## src/uart_reg_pkg.sv

```systemverilog
// host register map, status layout and word views, imported by the UART blocks and testbench
package uart_reg_pkg;

  // serial byte and host port widths
  localparam int data_w     = 8;
  localparam int reg_addr_w = 2;
  localparam int reg_word_w = 16;

  // register addresses
  // data is push on write, pop on read
  localparam logic [reg_addr_w-1:0] addr_data   = 2'd0;
  localparam logic [reg_addr_w-1:0] addr_status = 2'd1;
  localparam logic [reg_addr_w-1:0] addr_config = 2'd2;

  // status word bit positions
  localparam int st_tx_empty = 0;
  localparam int st_tx_full  = 1;
  localparam int st_tx_below = 2;
  localparam int st_rx_empty = 3;
  localparam int st_rx_full  = 4;
  localparam int st_rx_above = 5;
  localparam int st_tx_busy  = 6;

  // receiver states
  localparam logic [1:0] rx_st_idle  = 2'd0;
  localparam logic [1:0] rx_st_start = 2'd1;
  localparam logic [1:0] rx_st_data  = 2'd2;

  // configuration view, msb first
  typedef struct packed {
    logic [7:0] baud_div;
    logic [2:0] tx_level;
    logic [2:0] rx_level;
    logic       tx_irq_en;
    logic       rx_irq_en;
  } uart_cfg_t;

  // data view, byte in the low half
  typedef struct packed {
    logic [reg_word_w-data_w-1:0] pad;
    logic [data_w-1:0]            data;
  } uart_data_t;

  typedef union packed {
    uart_cfg_t  cfg;
    uart_data_t dat;
  } uart_word_u;

endpackage

```

## src/uart_fifo_pkg.sv

```systemverilog
// FIFO sizing constants, imported by the FIFO and by blocks that program its levels
package uart_fifo_pkg;

  // entries per FIFO
  localparam int fifo_depth = 8;

  // read and write pointer width, wraps naturally at fifo_depth
  localparam int fifo_ptr_w = 3;

  // occupancy count width
  // one bit wider than the pointers so a full FIFO reads as 8
  localparam int fifo_level_w = 4;

endpackage
```

## src/uart_core.sv

```systemverilog
// UART peripheral top, joins the register block, TX and RX FIFOs and the two shifters
`timescale 1ns/1ns

module uart_core (
  input  logic                                clock,
  input  logic                                rst,
  input  logic                                sel,
  input  logic                                wr,
  input  logic [uart_reg_pkg::reg_addr_w-1:0] addr,
  input  logic [uart_reg_pkg::reg_word_w-1:0] wdata,
  input  logic                                rx,
  output logic [uart_reg_pkg::reg_word_w-1:0] rdata,
  output logic                                irq,
  output logic                                tx
);
  import uart_reg_pkg::*;
  import uart_fifo_pkg::*;

  // host to TX FIFO
  logic                    tx_push;
  logic [data_w-1:0]       tx_data;
  logic [fifo_level_w-1:0] tx_level;
  logic                    tx_empty;
  logic                    tx_full;
  logic                    tx_below;
  // TX FIFO to serializer
  logic [data_w-1:0]       tx_head;
  logic                    tx_pop;
  logic                    tx_busy;
  // deserializer to RX FIFO
  logic                    rx_push;
  logic [data_w-1:0]       rx_data;
  // RX FIFO to host
  logic                    rx_pop;
  logic [data_w-1:0]       rx_head;
  logic [fifo_level_w-1:0] rx_level;
  logic                    rx_empty;
  logic                    rx_full;
  logic                    rx_above;
  logic [7:0]              baud_div;

  uart_regs u_regs (
    .clock(clock), .rst(rst), .sel(sel), .wr(wr), .addr(addr), .wdata(wdata),
    .tx_empty(tx_empty), .tx_full(tx_full), .tx_below(tx_below), .tx_busy(tx_busy),
    .rx_head(rx_head), .rx_empty(rx_empty), .rx_full(rx_full), .rx_above(rx_above),
    .rdata(rdata), .tx_push(tx_push), .tx_data(tx_data), .rx_pop(rx_pop),
    .baud_div(baud_div), .tx_level(tx_level), .rx_level(rx_level), .irq(irq)
  );

  // above unused on the TX side
  sync_fifo u_tx_fifo (
    .clock(clock), .rst(rst), .push(tx_push), .pop(tx_pop), .push_data(tx_data),
    .level(tx_level), .head(tx_head), .empty(tx_empty), .full(tx_full),
    .below(tx_below), .above()
  );

  // below unused on the RX side
  sync_fifo u_rx_fifo (
    .clock(clock), .rst(rst), .push(rx_push), .pop(rx_pop), .push_data(rx_data),
    .level(rx_level), .head(rx_head), .empty(rx_empty), .full(rx_full),
    .below(), .above(rx_above)
  );

  uart_tx_shift u_tx_shift (
    .clock(clock), .rst(rst), .baud_div(baud_div), .fifo_empty(tx_empty),
    .fifo_head(tx_head), .fifo_pop(tx_pop), .busy(tx_busy), .tx(tx)
  );

  uart_rx_shift u_rx_shift (
    .clock(clock), .rst(rst), .baud_div(baud_div), .rx(rx),
    .push(rx_push), .push_data(rx_data)
  );

endmodule

```

## src/uart_regs.sv

```systemverilog
// host register block, decodes strobes, holds configuration and reports FIFO status
`timescale 1ns/1ns

module uart_regs (
  input  logic                                   clock,
  input  logic                                   rst,
  input  logic                                   sel,
  input  logic                                   wr,
  input  logic [uart_reg_pkg::reg_addr_w-1:0]    addr,
  input  logic [uart_reg_pkg::reg_word_w-1:0]    wdata,
  input  logic                                   tx_empty,
  input  logic                                   tx_full,
  input  logic                                   tx_below,
  input  logic                                   tx_busy,
  input  logic [uart_reg_pkg::data_w-1:0]        rx_head,
  input  logic                                   rx_empty,
  input  logic                                   rx_full,
  input  logic                                   rx_above,
  output logic [uart_reg_pkg::reg_word_w-1:0]    rdata,
  output logic                                   tx_push,
  output logic [uart_reg_pkg::data_w-1:0]        tx_data,
  output logic                                   rx_pop,
  output logic [7:0]                             baud_div,
  output logic [uart_fifo_pkg::fifo_level_w-1:0] tx_level,
  output logic [uart_fifo_pkg::fifo_level_w-1:0] rx_level,
  output logic                                   irq
);
  import uart_reg_pkg::*;
  import uart_fifo_pkg::*;

  uart_word_u             wword;
  uart_word_u             cfg_q;
  logic [reg_word_w-1:0]  status;
  logic                   wr_stb;
  logic                   rd_stb;

  assign wword  = wdata;
  assign wr_stb = sel & wr;
  assign rd_stb = sel & ~wr;

  // data port strobes go straight to the FIFOs
  assign tx_push = wr_stb & (addr == addr_data);
  assign tx_data = wword.dat.data;
  assign rx_pop  = rd_stb & (addr == addr_data);

  // configuration storage
  always_ff @(posedge clock) begin
    if (rst) begin
      cfg_q <= '0;
    end else if (wr_stb && addr == addr_config) begin
      cfg_q <= wword;
    end
  end

  assign baud_div = cfg_q.cfg.baud_div;
  // 3-bit levels widened to the count width
  assign tx_level = fifo_level_w'(cfg_q.cfg.tx_level);
  assign rx_level = fifo_level_w'(cfg_q.cfg.rx_level);

  // status word, upper bits zero
  always_comb begin
    status              = '0;
    status[st_tx_empty] = tx_empty;
    status[st_tx_full]  = tx_full;
    status[st_tx_below] = tx_below;
    status[st_rx_empty] = rx_empty;
    status[st_rx_full]  = rx_full;
    status[st_rx_above] = rx_above;
    status[st_tx_busy]  = tx_busy;
  end

  // read data held until next read
  always_ff @(posedge clock) begin
    if (rst) begin
      rdata <= '0;
    end else if (rd_stb) begin
      case (addr)
        addr_data:   rdata <= rx_empty ? '0 : reg_word_w'(rx_head);
        addr_status: rdata <= status;
        addr_config: rdata <= cfg_q;
        default:     rdata <= '0;
      endcase
    end
  end

  // level interrupt, either watermark with its enable
  always_ff @(posedge clock) begin
    if (rst) begin
      irq <= 1'b0;
    end else begin
      irq <= (tx_below & cfg_q.cfg.tx_irq_en) | (rx_above & cfg_q.cfg.rx_irq_en);
    end
  end

endmodule

```

## src/uart_rx_shift.sv

```systemverilog
// 8N1 receiver, samples the serial input and pushes good bytes into the RX FIFO
`timescale 1ns/1ns

module uart_rx_shift (
  input  logic                            clock,
  input  logic                            rst,
  input  logic [7:0]                      baud_div,
  input  logic                            rx,
  output logic                            push,
  output logic [uart_reg_pkg::data_w-1:0] push_data
);
  import uart_reg_pkg::*;

  logic              rx_meta;
  logic              rx_sync;
  logic              rx_prev;
  logic [1:0]        state;
  logic [7:0]        cnt;
  logic [3:0]        bit_idx;
  logic [data_w-1:0] shift;
  logic [7:0]        half_div;

  // start check point, half a bit in
  assign half_div = {1'b0, baud_div[7:1]};

  // two-flop synchronizer plus edge history
  always_ff @(posedge clock) begin
    if (rst) begin
      rx_meta <= 1'b1;
      rx_sync <= 1'b1;
      rx_prev <= 1'b1;
    end else begin
      rx_meta <= rx;
      rx_sync <= rx_meta;
      rx_prev <= rx_sync;
    end
  end

  always_ff @(posedge clock) begin
    if (rst) begin
      state   <= rx_st_idle;
      cnt     <= '0;
      bit_idx <= '0;
      push    <= 1'b0;
    end else begin
      push <= 1'b0;
      case (state)
        rx_st_idle: begin
          // falling edge opens a frame
          if (rx_prev & ~rx_sync) begin
            state <= rx_st_start;
            cnt   <= '0;
          end
        end
        rx_st_start: begin
          if (cnt == half_div) begin
            cnt     <= '0;
            bit_idx <= '0;
            // glitch, not a start bit
            state   <= rx_sync ? rx_st_idle : rx_st_data;
          end else begin
            cnt <= cnt + 1'b1;
          end
        end
        rx_st_data: begin
          if (cnt == baud_div) begin
            cnt <= '0;
            if (bit_idx == 4'(data_w)) begin
              // stop bit, keep the byte only if high
              push  <= rx_sync;
              state <= rx_st_idle;
            end else begin
              bit_idx <= bit_idx + 1'b1;
            end
          end else begin
            cnt <= cnt + 1'b1;
          end
        end
        default: state <= rx_st_idle;
      endcase
    end
  end

  // data bits arrive lsb first
  always_ff @(posedge clock) begin
    if (state == rx_st_data && cnt == baud_div && bit_idx < 4'(data_w)) begin
      shift <= {rx_sync, shift[data_w-1:1]};
    end
  end

  // stable while push is high
  assign push_data = shift;

endmodule

```

## src/uart_tx_shift.sv

```systemverilog
// 8N1 transmitter, pulls bytes from the TX FIFO and drives the serial line
`timescale 1ns/1ns

module uart_tx_shift (
  input  logic                            clock,
  input  logic                            rst,
  input  logic [7:0]                      baud_div,
  input  logic                            fifo_empty,
  input  logic [uart_reg_pkg::data_w-1:0] fifo_head,
  output logic                            fifo_pop,
  output logic                            busy,
  output logic                            tx
);
  import uart_reg_pkg::*;

  // stop, data, start
  logic [data_w+1:0] shift;
  logic [7:0]        baud_cnt;
  logic [3:0]        bit_idx;
  logic              bit_end;

  // pop in the same cycle as the load
  assign fifo_pop = ~busy & ~fifo_empty;

  // each bit lasts baud_div+1 clocks
  assign bit_end = (baud_cnt == baud_div);

  always_ff @(posedge clock) begin
    if (rst) begin
      // line idles high
      shift    <= '1;
      busy     <= 1'b0;
      baud_cnt <= '0;
      bit_idx  <= '0;
    end else if (fifo_pop) begin
      shift    <= {1'b1, fifo_head, 1'b0};
      busy     <= 1'b1;
      baud_cnt <= '0;
      bit_idx  <= '0;
    end else if (busy) begin
      if (bit_end) begin
        baud_cnt <= '0;
        if (bit_idx == 4'(data_w + 1)) begin
          // stop bit done
          busy <= 1'b0;
        end else begin
          bit_idx <= bit_idx + 1'b1;
          // shift in ones so the line rests high
          shift   <= {1'b1, shift[data_w+1:1]};
        end
      end else begin
        baud_cnt <= baud_cnt + 1'b1;
      end
    end
  end

  // lsb of the frame is the line
  assign tx = shift[0];

endmodule

```

## src/sync_fifo.sv

```systemverilog
// byte FIFO with fall-through head, occupancy count and watermark flags, used for TX and RX
`timescale 1ns/1ns

module sync_fifo (
  input  logic                                clock,
  input  logic                                rst,
  input  logic                                push,
  input  logic                                pop,
  input  logic [uart_reg_pkg::data_w-1:0]     push_data,
  input  logic [uart_fifo_pkg::fifo_level_w-1:0] level,
  output logic [uart_reg_pkg::data_w-1:0]     head,
  output logic                                empty,
  output logic                                full,
  output logic                                below,
  output logic                                above
);
  import uart_reg_pkg::*;
  import uart_fifo_pkg::*;

  logic [data_w-1:0]       mem [fifo_depth];
  logic [fifo_ptr_w-1:0]   wr_ptr;
  logic [fifo_ptr_w-1:0]   rd_ptr;
  logic [fifo_level_w-1:0] count;
  logic                    do_push;
  logic                    do_pop;

  // strobes ignored when full or empty
  assign do_push = push & ~full;
  assign do_pop  = pop & ~empty;

  // storage
  always_ff @(posedge clock) begin
    if (do_push) begin
      mem[wr_ptr] <= push_data;
    end
  end

  always_ff @(posedge clock) begin
    if (rst) begin
      wr_ptr <= '0;
      rd_ptr <= '0;
      count  <= '0;
    end else begin
      if (do_push) begin
        wr_ptr <= wr_ptr + 1'b1;
      end
      if (do_pop) begin
        rd_ptr <= rd_ptr + 1'b1;
      end
      // push and pop together leave count alone
      case ({do_push, do_pop})
        2'b10:   count <= count + 1'b1;
        2'b01:   count <= count - 1'b1;
        default: count <= count;
      endcase
    end
  end

  // fall-through read
  assign head  = mem[rd_ptr];
  assign empty = (count == '0);
  assign full  = (count == fifo_level_w'(fifo_depth));
  // watermark in both directions
  assign below = (count < level);
  assign above = (count > level);

endmodule

```

## config.mk

```make
export PLATFORM = sky130hd
export DESIGN_NAME = uart_core
export DESIGN_NICKNAME = d
export VERILOG_FILES = /design/src/uart_reg_pkg.sv /design/src/uart_fifo_pkg.sv /design/src/uart_core.sv /design/src/uart_regs.sv /design/src/uart_rx_shift.sv /design/src/uart_tx_shift.sv /design/src/sync_fifo.sv
export SDC_FILE = /design/constraint.sdc
export NUM_CORES = 1
export LEC_CHECK = 0
export ABC_AREA = 0
export BUFFER_PORTS_ARGS = -buffer_cell sky130_fd_sc_hd__buf_2
export CORE_MARGIN = 5
export CORE_UTILIZATION = 40
export CTS_BUF_LIST = sky130_fd_sc_hd__clkbuf_16
export CTS_CLUSTER_DIAMETER = 150
export CTS_CLUSTER_SIZE = 10
export DETAILED_ROUTE_END_ITERATION = 10
export PLACE_DENSITY_LB_ADDON = 0.1
export SLEW_MARGIN = 5
export SYNTH_ARGS = -nofsm -noshare
export SYNTH_HDL_FRONTEND = slang
export SYNTH_HIERARCHICAL = 1
export SYNTH_SLANG_ARGS = --single-unit
```

## constraint.sdc

```tcl
create_clock -name clock -period 3.2 [get_ports clock]
set_clock_uncertainty 0.15 [all_clocks]
set_input_delay 0.64 -clock clock [delete_from_list [all_inputs] [get_ports clock]]
set_output_delay 0.64 -clock clock [all_outputs]
set_load 0.05 [all_outputs]
```

* After elaboration in Yosys (flattened, before gate mapping)
Memories as Yosys holds them, arrays and structs flattened. A register that Yosys moved wholly into a read port is not among the register bits.
Index checks and enable logic that the tools add are counted.
Widths: inputs -> output; s select.
** Storage, ports and cells
- Memories kept :: 2
- Bits in read-only memories :: 0
- Word-level logic and storage cells :: 138
- Input port bits :: 23
- Memory bits (writable) :: 128
- Bits in registers :: 101
- Latch bits :: 0
- Output and inout port bits :: 18
** Cells by class
- Div/mod/pow operators :: 0
- Mux-type cells :: 35
- Multiply operators :: 0
- Shifts and indexed selects :: 0
- Reduce and logical (&&, ||, !) cells :: 20
- Bitwise gates (word level) :: 24
- Equal/unequal tests :: 21
- Magnitude comparators :: 3
- Add/sub/neg operators :: 12
** Memory list
- u_rx_fifo.mem :: words 8, bits a word 8, rd ports 1, clocked after memory_dff 1, wr ports 1, line sync_fifo.sv:20 : logic [data_w-1:0] mem [fifo_depth];
- u_tx_fifo.mem :: words 8, bits a word 8, rd ports 1, clocked after memory_dff 1, wr ports 1, line sync_fifo.sv:20
** Operators by type and width (number)
- $pmux 16 s3 :: 1
- $mux 8 :: 5
- $mux 9 :: 4
- $pmux 4 s2 :: 3
- $pmux 8 s3 :: 1
- $add 4x1->4 const B :: 4
- $add 8x1->8 const B :: 2
- $eq 4x4->1 const B :: 4
- $eq 8x8->1 :: 2
- $add 3x1->3 const B :: 4
- $and 1x1->1 :: 12
- $mux 3 :: 4
- $mux 4 :: 3
- $not 1->1 :: 11
- $mux 2 :: 5
- $reduce_bool 2->1 :: 5
- $eq 2x1->1 const B :: 4
- $eq 2x2->1 const B :: 4
- $eq 8x7->1 :: 1
- $logic_not 4->1 :: 2
- $mux 1 :: 8
- $ne 2x1->1 const B :: 4
- $reduce_and 4->1 :: 2
- $sub 4x1->4 const B :: 2
- other kinds (13) :: 18

* Longest topological paths before layout
- Word-level depth :: 6
- Gate-level depth with buffers :: 13
- Mapped depth without buffers :: 11

* Cells and area by module
Netlist, hierarchy kept.
** Modules (own cells, without submodules)
- sync_fifo :: times used 2, cells an instance 181, area an instance 3249.4 µm²
- uart_regs :: times used 1, cells an instance 180, area an instance 1570.3 µm²
- uart_rx_shift :: times used 1, cells an instance 132, area an instance 1320.0 µm²
- uart_tx_shift :: times used 1, cells an instance 134, area an instance 1189.9 µm²

* Least setup slack after synthesis
No wires, ideal clock.
- Kind :: in2reg
- Start point :: input port addr[1] in the netlist's numbering
- End point :: register u_tx_fifo.count[2]
- Path slack :: 0.257 ns
- Arrival time :: 2.722 ns
- Stages on the path :: 10
- Data required time :: 2.979 ns
- Path buffers :: 1
- Path through :: buf_6 -> nor3_1 -> nand2_8 -> ha_1 -> xor2_1 -> ha_1 -> a21oi_1 -> xor2_1 -> or3_1 -> a21oi_1
** Between the ends
- Word-level cells in the longest chain between the ends :: 5
- Elaborated cells between the ends (all ways) :: 7
** Ends and longest elaborated chain
- from (decl) :: line uart_core.sv:9 : input logic [uart_reg_pkg::reg_addr_w-1:0] addr,
- $logic_not 2->1 (*) :: line uart_regs.sv:42 : assign tx_push = wr_stb & (addr == addr_data);
- $and 1x1->1 (*) :: line uart_regs.sv:42
- via tx_push :: line uart_core.sv:20 : logic tx_push;
- $and 1x1->1 (*) :: line sync_fifo.sv:28 : assign do_push = push & ~full;
- $eq 2x1->1 or $eq 2x2->1 (tied branches) :: line sync_fifo.sv:51 : case ({do_push, do_pop})
- $pmux 4 s2 or $reduce_bool 2->1 (tied branches)
- to (signal assigned) :: line sync_fifo.sv:52 : 2'b10: count <= count + 1'b1;
- to (signal assigned) :: line sync_fifo.sv:53 : 2'b01: count <= count - 1'b1;
- to (signal assigned) :: line sync_fifo.sv:54 : default: count <= count;
- to (decl) :: line sync_fifo.sv:23 : logic [fifo_level_w-1:0] count;
The timed path passes the listed nets; every way through them passes the cells marked *.
A chain may end at the register's enable or synchronous reset.

* Final worst setup path
- Start point :: register u_tx_fifo.count[1]
- End point :: register u_tx_fifo.count[2]
** Between the ends
- Word-level cells in the longest chain between the ends :: 6
- Elaborated cells between the ends (all ways) :: 13
** Ends and longest elaborated chain
- $logic_not 4->1 (*) :: line sync_fifo.sv:61 : assign empty = (count == '0);
- via tx_empty :: line uart_core.sv:23 : logic tx_empty;
- $not 1->1 (*) :: line uart_tx_shift.sv:23 : assign fifo_pop = ~busy & ~fifo_empty;
- $and 1x1->1 (*) :: line uart_tx_shift.sv:23
- via tx_pop :: line uart_core.sv:28 : logic tx_pop;
- $and 1x1->1 (*) :: line sync_fifo.sv:29 : assign do_pop = pop & ~empty;
- via u_tx_fifo.do_pop :: line sync_fifo.sv:25 : logic do_pop;
- $eq 2x1->1 or $eq 2x2->1 (tied branches) :: line sync_fifo.sv:51
- $pmux 4 s2 or $reduce_bool 2->1 (tied branches)
Marks and branches as above.

==> metrics.md <==
| Metric | Value |
|---|---|
| Most frequent cells in the layout | `edfxtp_1, dfxtp_1, nor2_1, nand2_1, inv_1` |
| Chip Height | `172 µm` |
| GR Overflow Total | `0` |
| Min Tclk post-route | `2.80 ns` |
| Area Overhead vs Synth | `10.4%` |
| Setup-failing EPs final | `0` |
| Worst-skew pair later-pin latency | `about 0.53 ns` |
| FP Rows | `59` |
| Hpwl dp | `approximately 15000 µm` |
| Tightest Hold Check Type | `in2reg` |
| Critical path required time | `~3.5 ns` |
| Worst Hold Endpoint | `u_rx_shift/rx_meta$_SDFF_PP1_` |
| Fill count | `2370` |
| R2R Setup Slk | `~0.4 ns` |
| Syn_area_per_cell | `around 13 µm²` |
| Post-CTS Resized | `0` |
| Number of global-route vias before repair | `6400` |
| GRT met3 Usage | `2.47%` |
| FF-to-FF path depth | `11` |
| Max FO, Critical Path | `10` |
| Util after Layout | `44.8%` |
| Power per cell area | `approximately 530 nW/µm²` |
| Actual slew at the worst max-slew pin | `approximately 0.84 ns` |
| Reg-to-reg endpoint | `u_tx_fifo/count[2]$_SDFFE_PP0P_` |
| GR Util met1 | `22.1%` |
| Yosys warnings | `6` |
| Vias | `roughly 6400` |
| Routability Congestion | `between 0.8 and 0.9` |
| First-pass GRT wire length | `36100 µm` |
| Diodes inserted | `0` |
| GRT met2 Usage | `25.6%` |
| Pleak | `4.17 nW` |
| Core Area | `26100 µm²` |
| Critical path type | `reg2reg` |
| Reg2reg start | `u_tx_fifo/count[1]$_SDFFE_PP0P_` |
| Post-Syn Instances | `805` |
| I/O pin total | `41` |
| Root Buffer | `clkbuf_16` |
| Crit path DAT | `3.09 ns` |
| RSZ-0062 raised after global routing | `no` |
| Layout cells sized above 1 | `17.9%` |
| Fmax | `357 MHz` |
| Worst ir drop on vdd | `approximately 0.36 mV` |
| Worst slew margin | `43.7%` |
| Clock slew at reported path FFs | `about 0.060 ns` |
| CTS tree | `yes` |
| Startpoint Class | `flop` |
| Nets | `approximately 880` |
| Hold wc startpoint | `rx` |
| # hold bufs at CTS | `0` |
| Tot GR Track Use | `15.6%` |
| DRT Pass-1 Iters | `7` |
| Port buffer count | `40` |
| Die width | `172 µm` |
| Final wirelength | `~23000 µm` |
| Status | `finished clean` |
| Slew Limit Fails | `0` |
| DR DRC count | `0` |
| Starting density of the core | `40.5%` |
| Hold Violations, Final | `0` |
| Post-CTS Setup Bufs | `0` |
| Crit share post-route | `87.5%` |
| Avg WL per Cell | `19.6 µm` |
| Clk sinks | `235` |
| Max-cap violations | `0` |
| Grt peak-use layer | `met2` |
| Initial antenna violation count | `0` |
| Total CTS buffers | `27` |
| Drt first-iter violations | `257` |
| Routed vias/inst | `5.36` |
| Most common cell after layout, fill and taps aside | `edfxtp_1` |
| Die Footprint | `29800 µm²` |
| CP Capture Type | `flop` |
| Syn Std Cell Area | `10600 µm²` |
| Setup TNS | `0 ns` |
| Largest net degree at the start of global routing | `56` |
| Routed Antenna Nets | `0` |
| Clk buf depth | `3` |
| H-tree levels | `1` |
| Worst Hold Depth | `2` |
how the worst max path moves through the flow:
stage,to,startpoint,depth (start not counted)
2_1_floorplan,u_tx_fifo/count[2]$_SDFFE_PP0P_,addr[1],10
3_3_place_gp,u_tx_fifo/count[2]$_SDFFE_PP0P_,addr[1],11
3_5_place_dp,u_tx_fifo/count[2]$_SDFFE_PP0P_,addr[1],11
4_1_cts,u_tx_fifo/count[2]$_SDFFE_PP0P_,u_tx_fifo/count[1]$_SDFFE_PP0P_,11
5_1_grt,u_tx_fifo/count[2]$_SDFFE_PP0P_,u_tx_fifo/count[1]$_SDFFE_PP0P_,11
6_report,u_tx_fifo/count[2]$_SDFFE_PP0P_,u_tx_fifo/count[1]$_SDFFE_PP0P_,11
final cells by class:
cell class	count	area (µm²)	share of cell area (%)
Clock buffer	27	676	5.79
Clock inverter	22	91.3	0.783
Inverter	21	78.8	0.676
Multi-Input combinational cell	482	3920	33.6
Sequential cell	235	6070	52.0
Tap cell	335	419	3.59
Timing Repair Buffer	67	415	3.56
power by group:
part           total [mW]  internal, mW  switching (mW)
Combinational       0.291        0.0967           0.194
Clock                2.66          1.51            1.15
Sequential           3.23          3.21          0.0237
Total                6.18          4.81            1.37
flip-flops by register name (all words and copies together), names as in the netlist, named ones only:
| signal | cells |
|---|---|
| u_tx_shift/shift | 9 |
| u_regs/rdata | 16 |
| u_tx_fifo/rd_ptr | 3 |
| u_tx_shift/baud_cnt | 8 |
| u_tx_fifo/mem | 64 |
| u_rx_shift/rx_meta | 1 |
| u_rx_shift/push_data | 8 |
| u_rx_shift/bit_idx | 4 |
| u_regs/cfg_q | 16 |
| u_rx_shift/push | 1 |
| u_tx_fifo/count | 4 |
| u_rx_shift/rx_sync | 1 |
| u_tx_fifo/wr_ptr | 3 |
| u_rx_shift/cnt | 8 |
| u_rx_fifo/rd_ptr | 3 |
| u_rx_fifo/wr_ptr | 3 |
| u_rx_fifo/mem | 64 |
| u_regs/irq | 1 |
| u_tx_shift/bit_idx | 4 |
| u_tx_shift/busy | 1 |
| u_rx_shift/rx_prev | 1 |
| u_rx_fifo/count | 4 |
| u_rx_shift/state | 2 |
worst max-delay path: stages, from the launching register on:
cell	delay [ns]
dfxtp_1	0.52
nor4_1	0.12
or2_2	0.30
inv_1	0.09
o41a_2	0.21
ha_1	0.27
xor2_1	0.20
ha_1	0.17
a21oi_1	0.06
xor2_1	0.18
or3_1	0.31
a21oi_1	0.14
routing by layer:
metal | share of wire [%] | wire length, µm | vias up
li1 | - | - | 3049
met2 | 48 | 11100 | 120
met5 | 0 | 0 | -
met3 | 5.1 | 1180 | 21
met4 | 1.3 | 299 | 0
met1 | 46 | 10700 | 3186
through the flow:
stage	worst slack (ns)	area, µm²	hold WS, ns	total power [mW]	instances
final	0.401	11700	0.141	6.18	1189
after global routing	0.184	11700	0.128	6.44	1189
after CTS	0.423	11700	0.111	6.28	1189
after detailed placement	0.289	10900	0.251	3.58	1140
after global placement	0.360	10900	0.254	3.57	1140
after floorplan	0.257	10600	0.239	3.51	806
Note: power is estimated with default switching activity, not from simulation.
